File: config.mk
export PLATFORM = sky130hd
export DESIGN_NAME = pipeSlice
export DESIGN_NICKNAME = d
export VERILOG_FILES = /design/src/pipeSlice.sv
export SDC_FILE = /design/constraint.sdc
export NUM_CORES = 1
export LEC_CHECK = 0
export BUFFER_PORTS_ARGS = -buffer_cell sky130_fd_sc_hd__buf_2
export CAP_MARGIN = 20
export CORE_AREA = 3 3 40 42
export CTS_CLUSTER_DIAMETER = 80
export DETAILED_ROUTE_END_ITERATION = 10
export DIE_AREA = 0 0 43 45
export PLACE_DENSITY = 0.3
export SYNTH_ARGS = -nofsm -noshare
export SYNTH_HDL_FRONTEND = slang
export SYNTH_SLANG_ARGS = --single-unit
File: constraint.sdc
create_clock -name clk -period 1.8 [get_ports clk]
set_clock_uncertainty 0.1 [all_clocks]
set_input_delay 0.09 -clock clk [delete_from_list [all_inputs] [get_ports clk]]
set_output_delay 0.09 -clock clk [all_outputs]
set_load 0.02 [all_outputs]
File: src/pipeSlice.sv
`timescale 1ns/1ps
module pipeSlice #(
  parameter type payload_t = logic
) (
  input  logic     clk,
  input  logic     rst_n,
  input  logic     inValid_i,
  output logic     inReady_o,
  input  payload_t inData_i,
  output logic     outValid_o,
  input  logic     outReady_i,
  output payload_t outData_o
);

  logic     mainValid;
  logic     skidValid;
  logic     readyQ;
  logic     inFire;
  logic     mainLoad;
  logic     skidNext;
  payload_t mainData;
  payload_t skidData;

  assign inFire   = inValid_i && readyQ;
  // main entry can take a new beat when empty or draining
  assign mainLoad = outReady_i || !mainValid;
  assign skidNext = mainLoad ? 1'b0 : (skidValid || inFire);

  always_ff @(posedge clk or negedge rst_n) begin
    if (!rst_n) begin
      mainValid <= 1'b0;
      skidValid <= 1'b0;
      readyQ    <= 1'b0;
    end else begin
      if (mainLoad) begin
        mainValid <= skidValid || inFire;
      end
      skidValid <= skidNext;
      // ready is registered, so no path from outReady_i
      readyQ    <= !skidNext;
    end
  end

  always_ff @(posedge clk) begin
    if (mainLoad) begin
      mainData <= skidValid ? skidData : inData_i;
    end else if (inFire) begin
      skidData <= inData_i;
    end
  end

  assign inReady_o  = readyQ;
  assign outValid_o = mainValid;
  assign outData_o  = mainData;

endmodule

* Yosys cells after proc, flatten, opt, wreduce, memory -nomap -nowiden
Cells that the tools add are included.
Operators by class: muxes and demuxes 2, bitwise operators 1, reduce and logical (&&, ||, !) cells 6
Operator list (count):
- $logic_not 1->1 | 2
- $logic_or 1x1->1 | 2
- $mux 1 | 2
- $reduce_and 2->1 | 1
- $logic_and 1x1->1 | 1
- $not 1->1 | 1
Storage, ports and cells: register bits 5, input port bits 5, logic and storage cells 14

* Longest topological paths before layout
depth in word-level cells 4, gate-level depth with buffers 2, depth with buffers taken out 2

* Worst setup path before layout
OpenSTA, ideal clock, no wires.
path type register to register, start point reg mainValid, in the netlist outValid_o, end point reg skidData, enable pin, setup time 0.298 ns, arrival time 0.663 ns, required time 1.402 ns, path slack 0.739 ns, cell stages (with the launch flop) 3, period minus slack after synthesis 1.061 ns, path through dfrtp_1 > nand2b_4 > nor2_1
On the way: longest elaborated chain between the ends 4
RTL lines:
- start, declared | line 15 | logic mainValid;
- start signal, assigned | line 36 | mainValid <= skidValid || inFire;
- $logic_not 1->1 | line 26 | assign mainLoad = outReady_i || !mainValid;
- $logic_or 1x1->1 | line 26
- named net mainLoad | line 19 | logic mainLoad;
- $not 1->1 (no source line)
- $reduce_and 2->1 (no source line)
- end signal, assigned | line 48 | skidData <= inData_i;
- end, declared | line 22 | payload_t skidData;
The timed path passes the listed nets, and every way through them passes these cells. A chain may end at the register's enable or synchronous reset.

* Worst setup path after layout
start point in inData_i, end point reg mainData, in the netlist outData_o, data pin
On the way: longest elaborated chain between the ends 1
RTL lines:
- start, declared | line 9 | input payload_t inData_i,
- $mux 1 | line 46 | mainData <= skidValid ? skidData : inData_i;
- end signal, assigned | line 46
- end, declared | line 21 | payload_t mainData;
Every way passes these cells.

==> impl_results.md <==
* Dpl cells at 35
* Clock transition at path regs at 0.04 ns
* HP Class: in2reg
* Slew Viols, Final at 0
* Layout cells sized above 1 at 46.2%
* Cell variety after synth at 8
* Max Root-Sink Buffers at 2
* DRT iter0 DRCs at 5
* Top cell type's share of synthesized area at 40.3%
* Final Non-Filler Cells at 41
* Routed WL per cell at 9.00 um
* Critical path endpoint category: flop
* CTS tree: yes
* Post-CTS sizing at 0
* CTS Sinks at 5
* H-tree levels at 1
* Remaining global-route overflow at 0
* Crit path buf inv count at 2
* Critical Path Max Stage Delay at 0.54 ns
* Core box area at 0.00128 mm^2
* Yosys reg bits at 5
* Syn_area_per_cell at 14.3 um^2
* Synth warnings at 0
* Vias at 139
* I/O pins at 8
* Setup TNS at 0 ns
* Fmax at 0.896 GHz
* Die footprint at 0.00194 mm^2
* Initial antenna violation count at 0
* GRT Util Overall at 5.62%
* Post-synth top area cell: dfrtp_1
* Final setup margin at 0.684 ns
* Register area share after synthesis at 72.5%
* First-pass DRT Iterations at 2
* Gpl congestion at 0.640
* Die W at 43 um
* CP required at 1.69 ns
* CTS buffer count at 3
* CP top delay family: buffers and inverters
* Fin crit period at 1.12 ns
* DRC at 0
* CP max stage cell: dlygate4sd3_1
* PnR Total Power at 313 uW
* Data arrival, critical path at 1.01 ns
* Syn nets at 18
* Max FO, Critical Path at 2
* Post-Synthesis Cells at 13
* Antenna viol nets, final at 0
* First-pass GRT wire length at 724 um
* Pin count of the biggest net entering global routing at 6
* Layout Nets at 32
* Worst-skew pair later-pin latency at 0.24 ns
* Via density at 3.39
* Worst-Margin Slew at 0.209 ns
* Die boundary height at 45 um
* Crit path launch type: primary input
* Placement Setup Slack at 0.784 ns
* Critical Path, Cell by Cell: dlygate4sd3_1, buf_2, mux2_2
* Hold Vio Cnt, Final at 0
* Final worst-path cycle share at 62.0%
* ANT cells at 0
* Starting density of the core at 14.5%
* Worst vdd ir at 0.000521 V
* Synthesized area at 186 um^2
* Pwr Density at 1090 mW/mm^2
* Lkg Pwr at 0.127 nW
* IO Port Bufs at 7
* Critical path class: in2reg
* Vias in the first global route at 162
* MaxCap Viol Count at 0
* Status: completed
* Root cell of the clock tree: clkbuf_4
* Final setup violation count at 0
* Slew headroom at 86.1%
* # rows at 13
* Post-Route WL at 369 um
* Layout area overhead at 53.7%
* Top post-synthesis cells by area: dfrtp_1 40%, edfxtp_1 32%, nand2b_4 7.4%, mux2_2 6.0%, nand2_1 4.0%
* RSZ-0062 raised after global routing: false
-- sequential cells by signal, indices dropped and copies added (netlist names) --
signal / count
outData_o: 1
skidValid: 1
outValid_o: 1
skidData: 1
inReady_o: 1
-- report_power, final --
group	switching (mW)	total (mW)	internal (mW)	leakage, nW
clock	0.0463	0.130	0.0838	0.0150
combinational	0.0243	0.0442	0.0199	0.0592
sequential	0.00690	0.138	0.132	0.0530
-- cell usage after synthesis --
library cell / n
dfrtp_1: 3
edfxtp_1: 2
nand2_1: 2
nor2_1: 2
a21oi_1: 1
mux2_2: 1
nand2b_4: 1
or2_1: 1
-- through the flow --
stage	area (um^2)	hold slack [ns]	util (%)
after floorplan	186	-0.306	-
after CTS	287	0.0145	22.3
after global routing	287	0.0475	22.3
after global placement	240	-0.212	18.7
after detailed placement	240	-0.211	18.7
final	287	0.0214	22.3
-- cells in the final DEF, fill, tap and decap left out, types with 2 or more instances in the layout --
cell	instances
nand2_1	2
edfxtp_1	2
dfrtp_1	3
clkbuf_4	3
buf_2	7
nor2_1	2
dlygate4sd3_1	2
-- worst paths after layout --
path | end | slack, ns | from | cells past startpoint
worst max-delay path | outData_o | 0.68 | inData_i | 3
min in group asynchronous | outValid_o | 0.07 | rst_n | 2
max in group asynchronous | inReady_o | 1.42 | rst_n | 2
worst min-delay path | outValid_o | 0.02 | inValid_i | 3
worst max register to register | outData_o | 0.76 | skidValid | 1
worst min register to register | outValid_o | 0.42 | skidValid | 2
-- area by class of cell --
class,count,area (um^2)
fillers,139,998
flip-flops and latches,5,135
repair buffers,9,55.1
multi-input cells,8,51.3
clock buffers,4,26.3
well taps,15,18.8
-- per-layer routing --
metal / GRT usage [%] / part of all wire (%) / vias up
met2: 7.49 / 42 / 8
li1: - / - / 69
met3: 7.57 / 15 / 0
met4: 0 / 0 / 0
met1: 5.67 / 43 / 62
met5: 0 / 0 / -
-- logic make-up (layout without fill, tap and decap cells) --
group | Yosys count | count (layout) | synth area share (%)
mux | 1 | 1 | 6.04
flops | 5 | 5 | 72.5
simple gates | 6 | 6 | 18.8
buf+inv | 0 | 13 | 0
compound gates | 1 | 1 | 2.68
-- timing repair --
item / in CTS / in global routing
hold buffers: 2 / 0
endpoints found under the hold margin: 4 / 0
buffers inserted: 0 / 0
(Power assumes the default switching activity.)
