`config.mk`:
```
export PLATFORM = sky130hd
export DESIGN_NAME = cacheCtrl
export DESIGN_NICKNAME = d
export VERILOG_FILES = /design/src/cachePkg.sv /design/src/cacheCtrl.sv
export SDC_FILE = /design/constraint.sdc
export NUM_CORES = 1
export LEC_CHECK = 0
export ABC_AREA = 1
export BUFFER_PORTS_ARGS = -buffer_cell sky130_fd_sc_hd__buf_4
export CAP_MARGIN = 10
export CORE_AREA = 2 2 414 416
export CTS_CLUSTER_DIAMETER = 120
export CTS_CLUSTER_SIZE = 40
export DETAILED_ROUTE_END_ITERATION = 8
export DIE_AREA = 0 0 416 418
export GPL_TIMING_DRIVEN = 0
export MAX_ROUTING_LAYER = met4
export PLACE_DENSITY = 0.35
export SKIP_CTS_REPAIR_TIMING = 1
export SYNTH_ARGS = -nofsm -noshare
export SYNTH_HDL_FRONTEND = slang
export SYNTH_SLANG_ARGS = --single-unit
export TNS_END_PERCENT = 50
```
`constraint.sdc`:
```
create_clock -name clk -period 4.6 [get_ports clk]
set_input_delay 0.92 -clock clk [delete_from_list [all_inputs] [get_ports clk]]
set_output_delay 0.92 -clock clk [all_outputs]
set_load 0.005 [all_outputs]
```
`src/cachePkg.sv`:
```
package cachePkg;

  // address and data widths
  localparam int addrWidth    = 32;
  localparam int dataWidth    = 64;

  // 32-byte line made of four 64-bit words
  localparam int offsetBits   = 5;
  localparam int beatsPerLine = 4;
  localparam int lineWidth    = dataWidth * beatsPerLine;

  // AxPROT for a data access, unprivileged and secure
  localparam logic [2:0] protDataUser = 3'b000;

  // pipeline request, a byte address
  typedef struct packed {
    logic [addrWidth-1:0] addr;
  } cacheReq_t;

  // pipeline response, aligned word and hit flag
  typedef struct packed {
    logic [dataWidth-1:0] data;
    logic                 hit;
  } cacheResp_t;

  // AXI4-Lite read address channel payload
  typedef struct packed {
    logic [addrWidth-1:0] addr;
    logic [2:0]           prot;
  } axiLiteAr_t;

  // AXI4-Lite read data channel payload
  typedef struct packed {
    logic [dataWidth-1:0] data;
    logic [1:0]           resp;
  } axiLiteR_t;

endpackage

```
`src/cacheCtrl.sv`:
```
`timescale 1ns/1ps
module cacheCtrl #(
  parameter int  setBits  = 6,
  localparam int tagWidth = cachePkg::addrWidth - setBits - cachePkg::offsetBits
) (
  input  logic                           clk,
  input  logic                           rst_n,
  input  logic                           lkValid_i,
  output logic                           lkReady_o,
  input  cachePkg::cacheReq_t            lkReq_i,
  output logic                           rsValid_o,
  input  logic                           rsReady_i,
  output cachePkg::cacheResp_t           rsData_o,
  output logic                           rdEn_o,
  output logic [setBits-1:0]             rdSet_o,
  input  logic [tagWidth-1:0]            tag0_i,
  input  logic [tagWidth-1:0]            tag1_i,
  input  logic                           valid0_i,
  input  logic                           valid1_i,
  input  logic [cachePkg::lineWidth-1:0] line0_i,
  input  logic [cachePkg::lineWidth-1:0] line1_i,
  output logic                           wrEn_o,
  output logic                           wrWay_o,
  output logic [setBits-1:0]             wrSet_o,
  output logic [tagWidth-1:0]            wrTag_o,
  output logic [cachePkg::lineWidth-1:0] wrLine_o,
  output logic                           fetchValid_o,
  input  logic                           fetchReady_i,
  output logic [cachePkg::addrWidth-1:0] fetchAddr_o,
  input  logic                           beatValid_i,
  input  logic [cachePkg::dataWidth-1:0] beatData_i
);

  localparam int byteBits = $clog2(cachePkg::dataWidth / 8);
  localparam int beatBits = $clog2(cachePkg::beatsPerLine);
  localparam int numSets  = 1 << setBits;

  typedef enum logic [2:0] {sIdle, sLookup, sCompare, sFetch, sRespond} state_t;

  state_t                         state;
  state_t                         stateNext;
  cachePkg::cacheReq_t            reqQ;
  logic [tagWidth-1:0]            reqTag;
  logic [setBits-1:0]             reqSet;
  logic [beatBits-1:0]            reqWord;
  logic                           hit0;
  logic                           hit1;
  logic                           hit;
  logic [cachePkg::lineWidth-1:0] hitLine;
  logic [numSets-1:0]             lruQ;
  logic [beatBits-1:0]            beatCnt;
  logic                           fetchPend;
  logic                           lastBeat;
  logic                           hitDone;
  logic [cachePkg::dataWidth-1:0] lineBuf [cachePkg::beatsPerLine];

  assign reqTag  = reqQ.addr[cachePkg::addrWidth-1 -: tagWidth];
  assign reqSet  = reqQ.addr[cachePkg::offsetBits +: setBits];
  assign reqWord = reqQ.addr[byteBits +: beatBits];

  // tag compare against the latched request
  assign hit0    = valid0_i && (tag0_i == reqTag);
  assign hit1    = valid1_i && (tag1_i == reqTag);
  assign hit     = hit0 || hit1;
  assign hitLine = hit1 ? line1_i : line0_i;
  assign hitDone = (state == sCompare) && hit && rsReady_i;

  // a finished hit frees the controller, so the next lookup is taken at once
  assign lkReady_o = (state == sIdle) || hitDone;

  always_comb begin
    stateNext = state;
    case (state)
      sIdle:    if (lkValid_i) stateNext = sLookup;
      sLookup:  stateNext = sCompare;
      sCompare: begin
        if (!hit) begin
          stateNext = sFetch;
        end else if (rsReady_i) begin
          stateNext = lkValid_i ? sLookup : sIdle;
        end
      end
      sFetch:   if (beatValid_i && lastBeat) stateNext = sRespond;
      sRespond: if (rsReady_i) stateNext = sIdle;
      default:  stateNext = sIdle;
    endcase
  end

  always_ff @(posedge clk or negedge rst_n) begin
    if (!rst_n) begin
      state     <= sIdle;
      beatCnt   <= '0;
      fetchPend <= 1'b0;
      lruQ      <= '0;
    end else begin
      state <= stateNext;
      if ((state == sCompare) && !hit) begin
        beatCnt   <= '0;
        fetchPend <= 1'b0;
      end else if (state == sFetch) begin
        if (fetchValid_o && fetchReady_i) begin
          fetchPend <= 1'b1;
        end
        if (beatValid_i) begin
          fetchPend <= 1'b0;
          beatCnt   <= beatCnt + 1'b1;
        end
      end
      // lru bit names the way to evict next
      if (hitDone) begin
        lruQ[reqSet] <= hit0;
      end else if (wrEn_o) begin
        lruQ[reqSet] <= ~wrWay_o;
      end
    end
  end

  always_ff @(posedge clk) begin
    if (lkValid_i && lkReady_o) begin
      reqQ <= lkReq_i;
    end
    if ((state == sFetch) && beatValid_i) begin
      lineBuf[beatCnt] <= beatData_i;
    end
  end

  assign rdEn_o  = (state == sLookup);
  assign rdSet_o = reqSet;

  // refill words go out in rising address order from the line base
  assign lastBeat     = (beatCnt == beatBits'(cachePkg::beatsPerLine - 1));
  assign fetchValid_o = (state == sFetch) && !fetchPend;
  assign fetchAddr_o  = {reqQ.addr[cachePkg::addrWidth-1:cachePkg::offsetBits], beatCnt,
                         {byteBits{1'b0}}};

  // line is written in the cycle of the last beat
  assign wrEn_o  = (state == sFetch) && beatValid_i && lastBeat;
  assign wrWay_o = lruQ[reqSet];
  assign wrSet_o = reqSet;
  assign wrTag_o = reqTag;

  always_comb begin
    for (int i = 0; i < cachePkg::beatsPerLine; i++) begin
      if (i == cachePkg::beatsPerLine - 1) begin
        wrLine_o[i*cachePkg::dataWidth +: cachePkg::dataWidth] = beatData_i;
      end else begin
        wrLine_o[i*cachePkg::dataWidth +: cachePkg::dataWidth] = lineBuf[i];
      end
    end
  end

  assign rsValid_o     = ((state == sCompare) && hit) || (state == sRespond);
  assign rsData_o.hit  = (state == sCompare);
  assign rsData_o.data = (state == sCompare) ?
                         hitLine[reqWord*cachePkg::dataWidth +: cachePkg::dataWidth] :
                         lineBuf[reqWord];

endmodule

```
# Word level (Yosys, flattened, before mapping)
# Memory sizes are Yosys's and may differ from the RTL's. A register that Yosys moved wholly into a read port is not among the register bits.
# Index checks and enable logic that the tools add are counted.
# Widths: inputs -> output; s select.
[word_totals]
reg_bits = 102
mem_bits_rw = 256
input_bits = 658
out_inout_bits = 392
wordCells = 74
mem_count = 1
[memory_table]
columns = ["name", "words", "width", "rd", "rd_clocked_by_memory_dff", "write_ports", "line_no", "source"]
rows = [
  ["lineBuf", 4, 64, 4, 1, 1, "cacheCtrl.sv:55", "logic [cachePkg::dataWidth-1:0] lineBuf [cachePkg::beatsPerLine];"],
]
[classes]
add_sub_neg = 1
order_cmp = 2
eq_ne = 11
n_shift = 1
muxes = 27
bitwise = 1
reduce_logical = 25
[ops]
columns = ["op", "n"]
rows = [
  ["$mux 256", 1],
  ["$shiftx 256x9->64", 1],
  ["$mux 64", 3],
  ["$bwmux 64", 2],
  ["$eq 21x21->1", 2],
  ["$mux 3", 5],
  ["$pmux 3 s5", 1],
  ["$logic_and 1x1->1", 12],
  ["$mux 1", 9],
  ["$mux 2", 4],
  ["$lt 6x7->1 const B", 1],
  ["$bmux 1 s6", 1],
  ["$demux 1 s6", 1],
  ["$eq 3x2->1 const B", 2],
  ["$ge 6x1->1 const B", 1],
  ["$ne 2x2->1 const B", 3],
  ["$reduce_bool 2->1", 3],
  ["$reduce_and 2->1", 2],
  ["$reduce_and 4->1", 1],
  ["$eq 3x1->1 const B", 1],
  ["$eq 3x3->1 const B", 1],
  ["$logic_not 3->1", 1],
  ["$logic_or 1x1->1", 3],
  ["$ne 3x3->1 const B", 1],
  ["5 further kinds", 6],
]

# Depth between registers and ports, before layout
[depth]
depth_word = 8
depth_mapped = 20
ltp_nobuf = 16

# Worst setup path before layout
# OpenSTA, ideal clock, no wires.
[synth_timing]
path_kind = "input -> register"
from = "input port beatValid_i"
to = "register lruQ[51]"
setup_time_ns = 0.119
arrival_time_ns = 5.054
t_required_ns = 4.481
setup_slack_ns = -0.573
stages = 11
n_path_buf = 2
cell_sequence = "inv_1 > nor2_2 > inv_2 > nor2_1 > inv_1 > nand2_2 > inv_2 > buf_6 > clkbuf_2 > o21ai_1 > nand2_1"
[synth_between]
elab_chain_len = 3
[synth_rtl]
columns = ["element", "line_no", "source"]
rows = [
  ["start, declared", "cacheCtrl.sv:30", "input logic beatValid_i,"],
  ["$logic_and 1x1->1 (2 in series)", "cacheCtrl.sv:137", "assign wrEn_o = (state == sFetch) && beatValid_i && lastBeat;"],
  ["via wrEn_o", "cacheCtrl.sv:22", "output logic wrEn_o,"],
  ["$reduce_bool 2->1 (no source line)", "-", ""],
  ["end signal, assigned by index", "cacheCtrl.sv:111", "lruQ[reqSet] <= hit0;"],
  ["end signal, assigned by index", "cacheCtrl.sv:113", "lruQ[reqSet] <= ~wrWay_o;"],
  ["end, declared", "cacheCtrl.sv:50", "logic [numSets-1:0] lruQ;"],
]
# The timed path passes the listed nets, and every way through them passes these cells.
# A chain may end at the register's enable or synchronous reset.

==> metrics.md <==
| Metric | Value |
|---|---|
| Final RePlAce weighted congestion | `0.9560` |
| First-pass GRT wire length | `262000 um` |
| Antenna violations before repair | `56` |
| Most frequent cells in the layout | `buf_4, nand2_1, inv_1` |
| # port buffers | `1042` |
| Pre-antenna DRT Iters | `6` |
| Setup TNS | `0 ns` |
| Final Power | `13.51 mW` |
| Final #Nets | `5694` |
| CP max stage cell | `edfxtp_1` |
| Clk root buf | `clkbuf_16` |
| Die span in y | `418 um` |
| Placed Area | `0.03715 sq mm` |
| Fmax | `0.2235 GHz` |
| YS warnings | `0` |
| Psw | `6.235 mW` |
| Core area | `0.1691 sq mm` |
| CTS tree | `yes` |
| Vias/cell | `4.259` |
| CTS buffer count | `24` |
| Worst-Skew Late Latency | `0.71 ns` |
| Total gr overflow | `0` |
| Synthesized instance count | `3927` |
| WHS | `0.3985 ns` |
| DRC | `0` |
| P_leak | `19.33 nW` |
| Critical-path cell list | `buf_4, inv_2, nand2_1, nand2_1, nor2_1, nand2_1, nor2_4, nand3_4, buf_12, buf_2, nand2_1, nand3_1, nand3_1, nand3_1, nand2_2, buf_4` |
| Syn avg cell area | `6.660 sq um` |
| Synth unique cells | `32` |
| CP arrival | `3.55 ns` |
| CP max stage delay | `0.50 ns` |
| Critical path startpoint category | `flip-flop` |
| Sw Share | `0.4615` |
| Fin crit share | `0.9726` |
| Critical path class | `reg -> out` |
| # Max-Cap Violations | `0` |
| Post-route ant nets | `0` |
| Layout cell share with drive strength beyond 1 | `0.2828` |
| Clk buf depth | `3` |
| # setup viols final | `0` |
| Flops & latches, synth | `357` |
| Tmin final | `4.474 ns` |
| Chip width | `416 um` |
| Final Max Tran Viols | `0` |
| Sequential Power Share | `0.295` |
| Worst rel slew slack | `0.2749` |
| Post-Syn Area | `0.02616 sq mm` |
| WP data required | `3.68 ns` |
| Hpwl dp | `163000 um` |
| Outcome | `finished, final reports clean` |
| Vias in the first global route | `30370` |
| Die area | `0.1739 sq mm` |
| Clock Pin Slew Worst Setup and Hold Paths | `0.13 ns` |
| H-tree depth | `1` |
| VDD IR max | `0.2670 mV` |
| Starting Density | `0.1547` |
| Initial DRC Count | `2302` |
| Most used cell, CP | `nand2_1` |
| Hold crit path type | `in -> reg` |
| DRT Wirelength | `197400 um` |
| Actual slew at the worst max-slew pin | `1.088 ns` |
| IO Pins | `1050` |
| Internal power | `7.276 mW` |
| Setup crit end kind | `output port` |
| Largest net degree at the start of global routing | `71` |
| Power Dens Cells | `346.9 mW/mm^2` |
| Final Hold Fails | `0` |
| FP Rows | `151` |
| Clock share of power | `0.220` |
| Clk_skew | `0.06035 ns` |
| WL/cell | `27.05 um` |
| Post-route cell area | `0.03895 sq mm` |
| GRT Util Overall | `0.2235` |
| Combinational share of power | `0.485` |
| Routed vias | `31090` |
| Commonest non-fill, non-tap cell in the layout | `buf_4` |
| Sequential-to-total area share from yosys stat | `0.3957` |
| CTS sink cnt | `357` |
| Max FO, Critical Path | `11` |
| Area Overhead vs Synth | `48.91%` |
through the flow:
stage	instances	worst slack (ns)	utilization
after global routing	7294	-0.04021	0.2302
final	7300	0.1261	0.2303
after global placement	7189	-3.741	0.2174
after CTS	7249	-1.397	0.2264
after floorplan	3929	0.2555	-
after detailed placement	7205	-1.150	0.2197
power by group through the flow:
stage          clock [mW]  sequential [mW]  combinational (mW)
3_3_place_gp            0             4.12                6.45
2_1_floorplan           0             4.02                2.49
6_report             2.97             3.99                6.55
4_1_cts              3.09             4.00                6.54
5_1_grt              3.17             4.02                7.02
3_5_place_dp            0             4.07                6.51
registers in the layout, summed over array words and instances, names as in the netlist, named ones only:
name / count
fetchPend: 1
lruQ: 64
state: 3
lineBuf: 256
reqQ: 29
beatCnt: 2
area by class of cell:
| type | count | area [sq um] |
|---|---|---|
| sequential | 357 | 10350 |
| clock inverter | 20 | 538.0 |
| antenna | 32 | 80.08 |
| clock buffer | 24 | 600.6 |
| multi-input combinational | 2526 | 11500 |
| timing repair buffer | 1077 | 8351 |
| tap | 2218 | 2775 |
| inverter | 664 | 2492 |
| buffer | 382 | 2265 |
| fill | 19320 | 130100 |
critical path, delay by kind of cell (launching register included):
family,cells,cell delay (ns)
buffers and inverters,5,0.80
flip-flops,1,0.50
AND/OR/NAND/NOR,11,1.53
Yosys cell counts:
| library cell | count | area [sq um] |
|---|---|---|
| a21oi_1 | 1 | 5.000 |
| a22oi_1 | 1 | 7.510 |
| and2_0 | 1 | 6.260 |
| buf_1 | 27 | 101.4 |
| buf_2 | 73 | 365.4 |
| buf_4 | 128 | 960.9 |
| buf_6 | 4 | 45.04 |
| clkbuf_1 | 149 | 559.3 |
| clkbuf_2 | 1 | 5.000 |
| clkinv_1 | 1 | 3.750 |
| conb_1 | 1 | 3.750 |
| dfrtp_1 | 70 | 1752 |
| dfxtp_1 | 2 | 40.04 |
| edfxtp_1 | 285 | 8558 |
| ha_1 | 4 | 50.05 |
| inv_1 | 649 | 2436 |
| inv_2 | 14 | 52.55 |
| nand2_1 | 1040 | 3904 |
| nand2_2 | 2 | 12.51 |
| nand3_1 | 410 | 2052 |
| nand4_1 | 255 | 1595 |
| nor2_1 | 532 | 1997 |
| nor2_2 | 1 | 6.260 |
| nor3_1 | 10 | 50.05 |
| o211ai_1 | 1 | 7.510 |
| o21ai_0 | 182 | 910.9 |
| o21ai_1 | 12 | 60.06 |
| o31ai_1 | 1 | 7.510 |
| o32ai_1 | 64 | 560.5 |
| or2_0 | 3 | 18.77 |
| or2_2 | 2 | 12.51 |
| xor2_1 | 1 | 8.760 |
layer usage:
layer / wire length, um / track usage
met1: 78610 / 0.2600
met2: 102000 / 0.3997
met3: 11390 / 0.03486
met4: 5418 / 0.05547
met5: 0 / -
worst paths after layout:
check | slack, ns | cells after the start | end | startpoint
worst min-delay path | 0.40 | 1 | reqQ[12] | lkReq_i[12]
min in group asynchronous | 0.41 | 1 | lruQ[28] | rst_n
max in group asynchronous | 3.47 | 1 | lruQ[39] | rst_n
worst max-delay path | 0.13 | 16 | rsData_o[57] | reqQ[16]
worst min register to register | 0.50 | 2 | lruQ[57] | lruQ[57]
worst max register to register | 1.37 | 14 | lruQ[52] | state[2]
cells by family after synthesis:
logic type               synth area share
XOR/XNOR                        0.0003349
adder cells (fa/ha/maj)          0.001914
flip-flops                         0.3957
buffers and inverters              0.1732
AO/OA/AOI/OAI                     0.05961
AND/OR/NAND/NOR                    0.3691
other                           0.0001434
(Power assumes the default switching activity.)
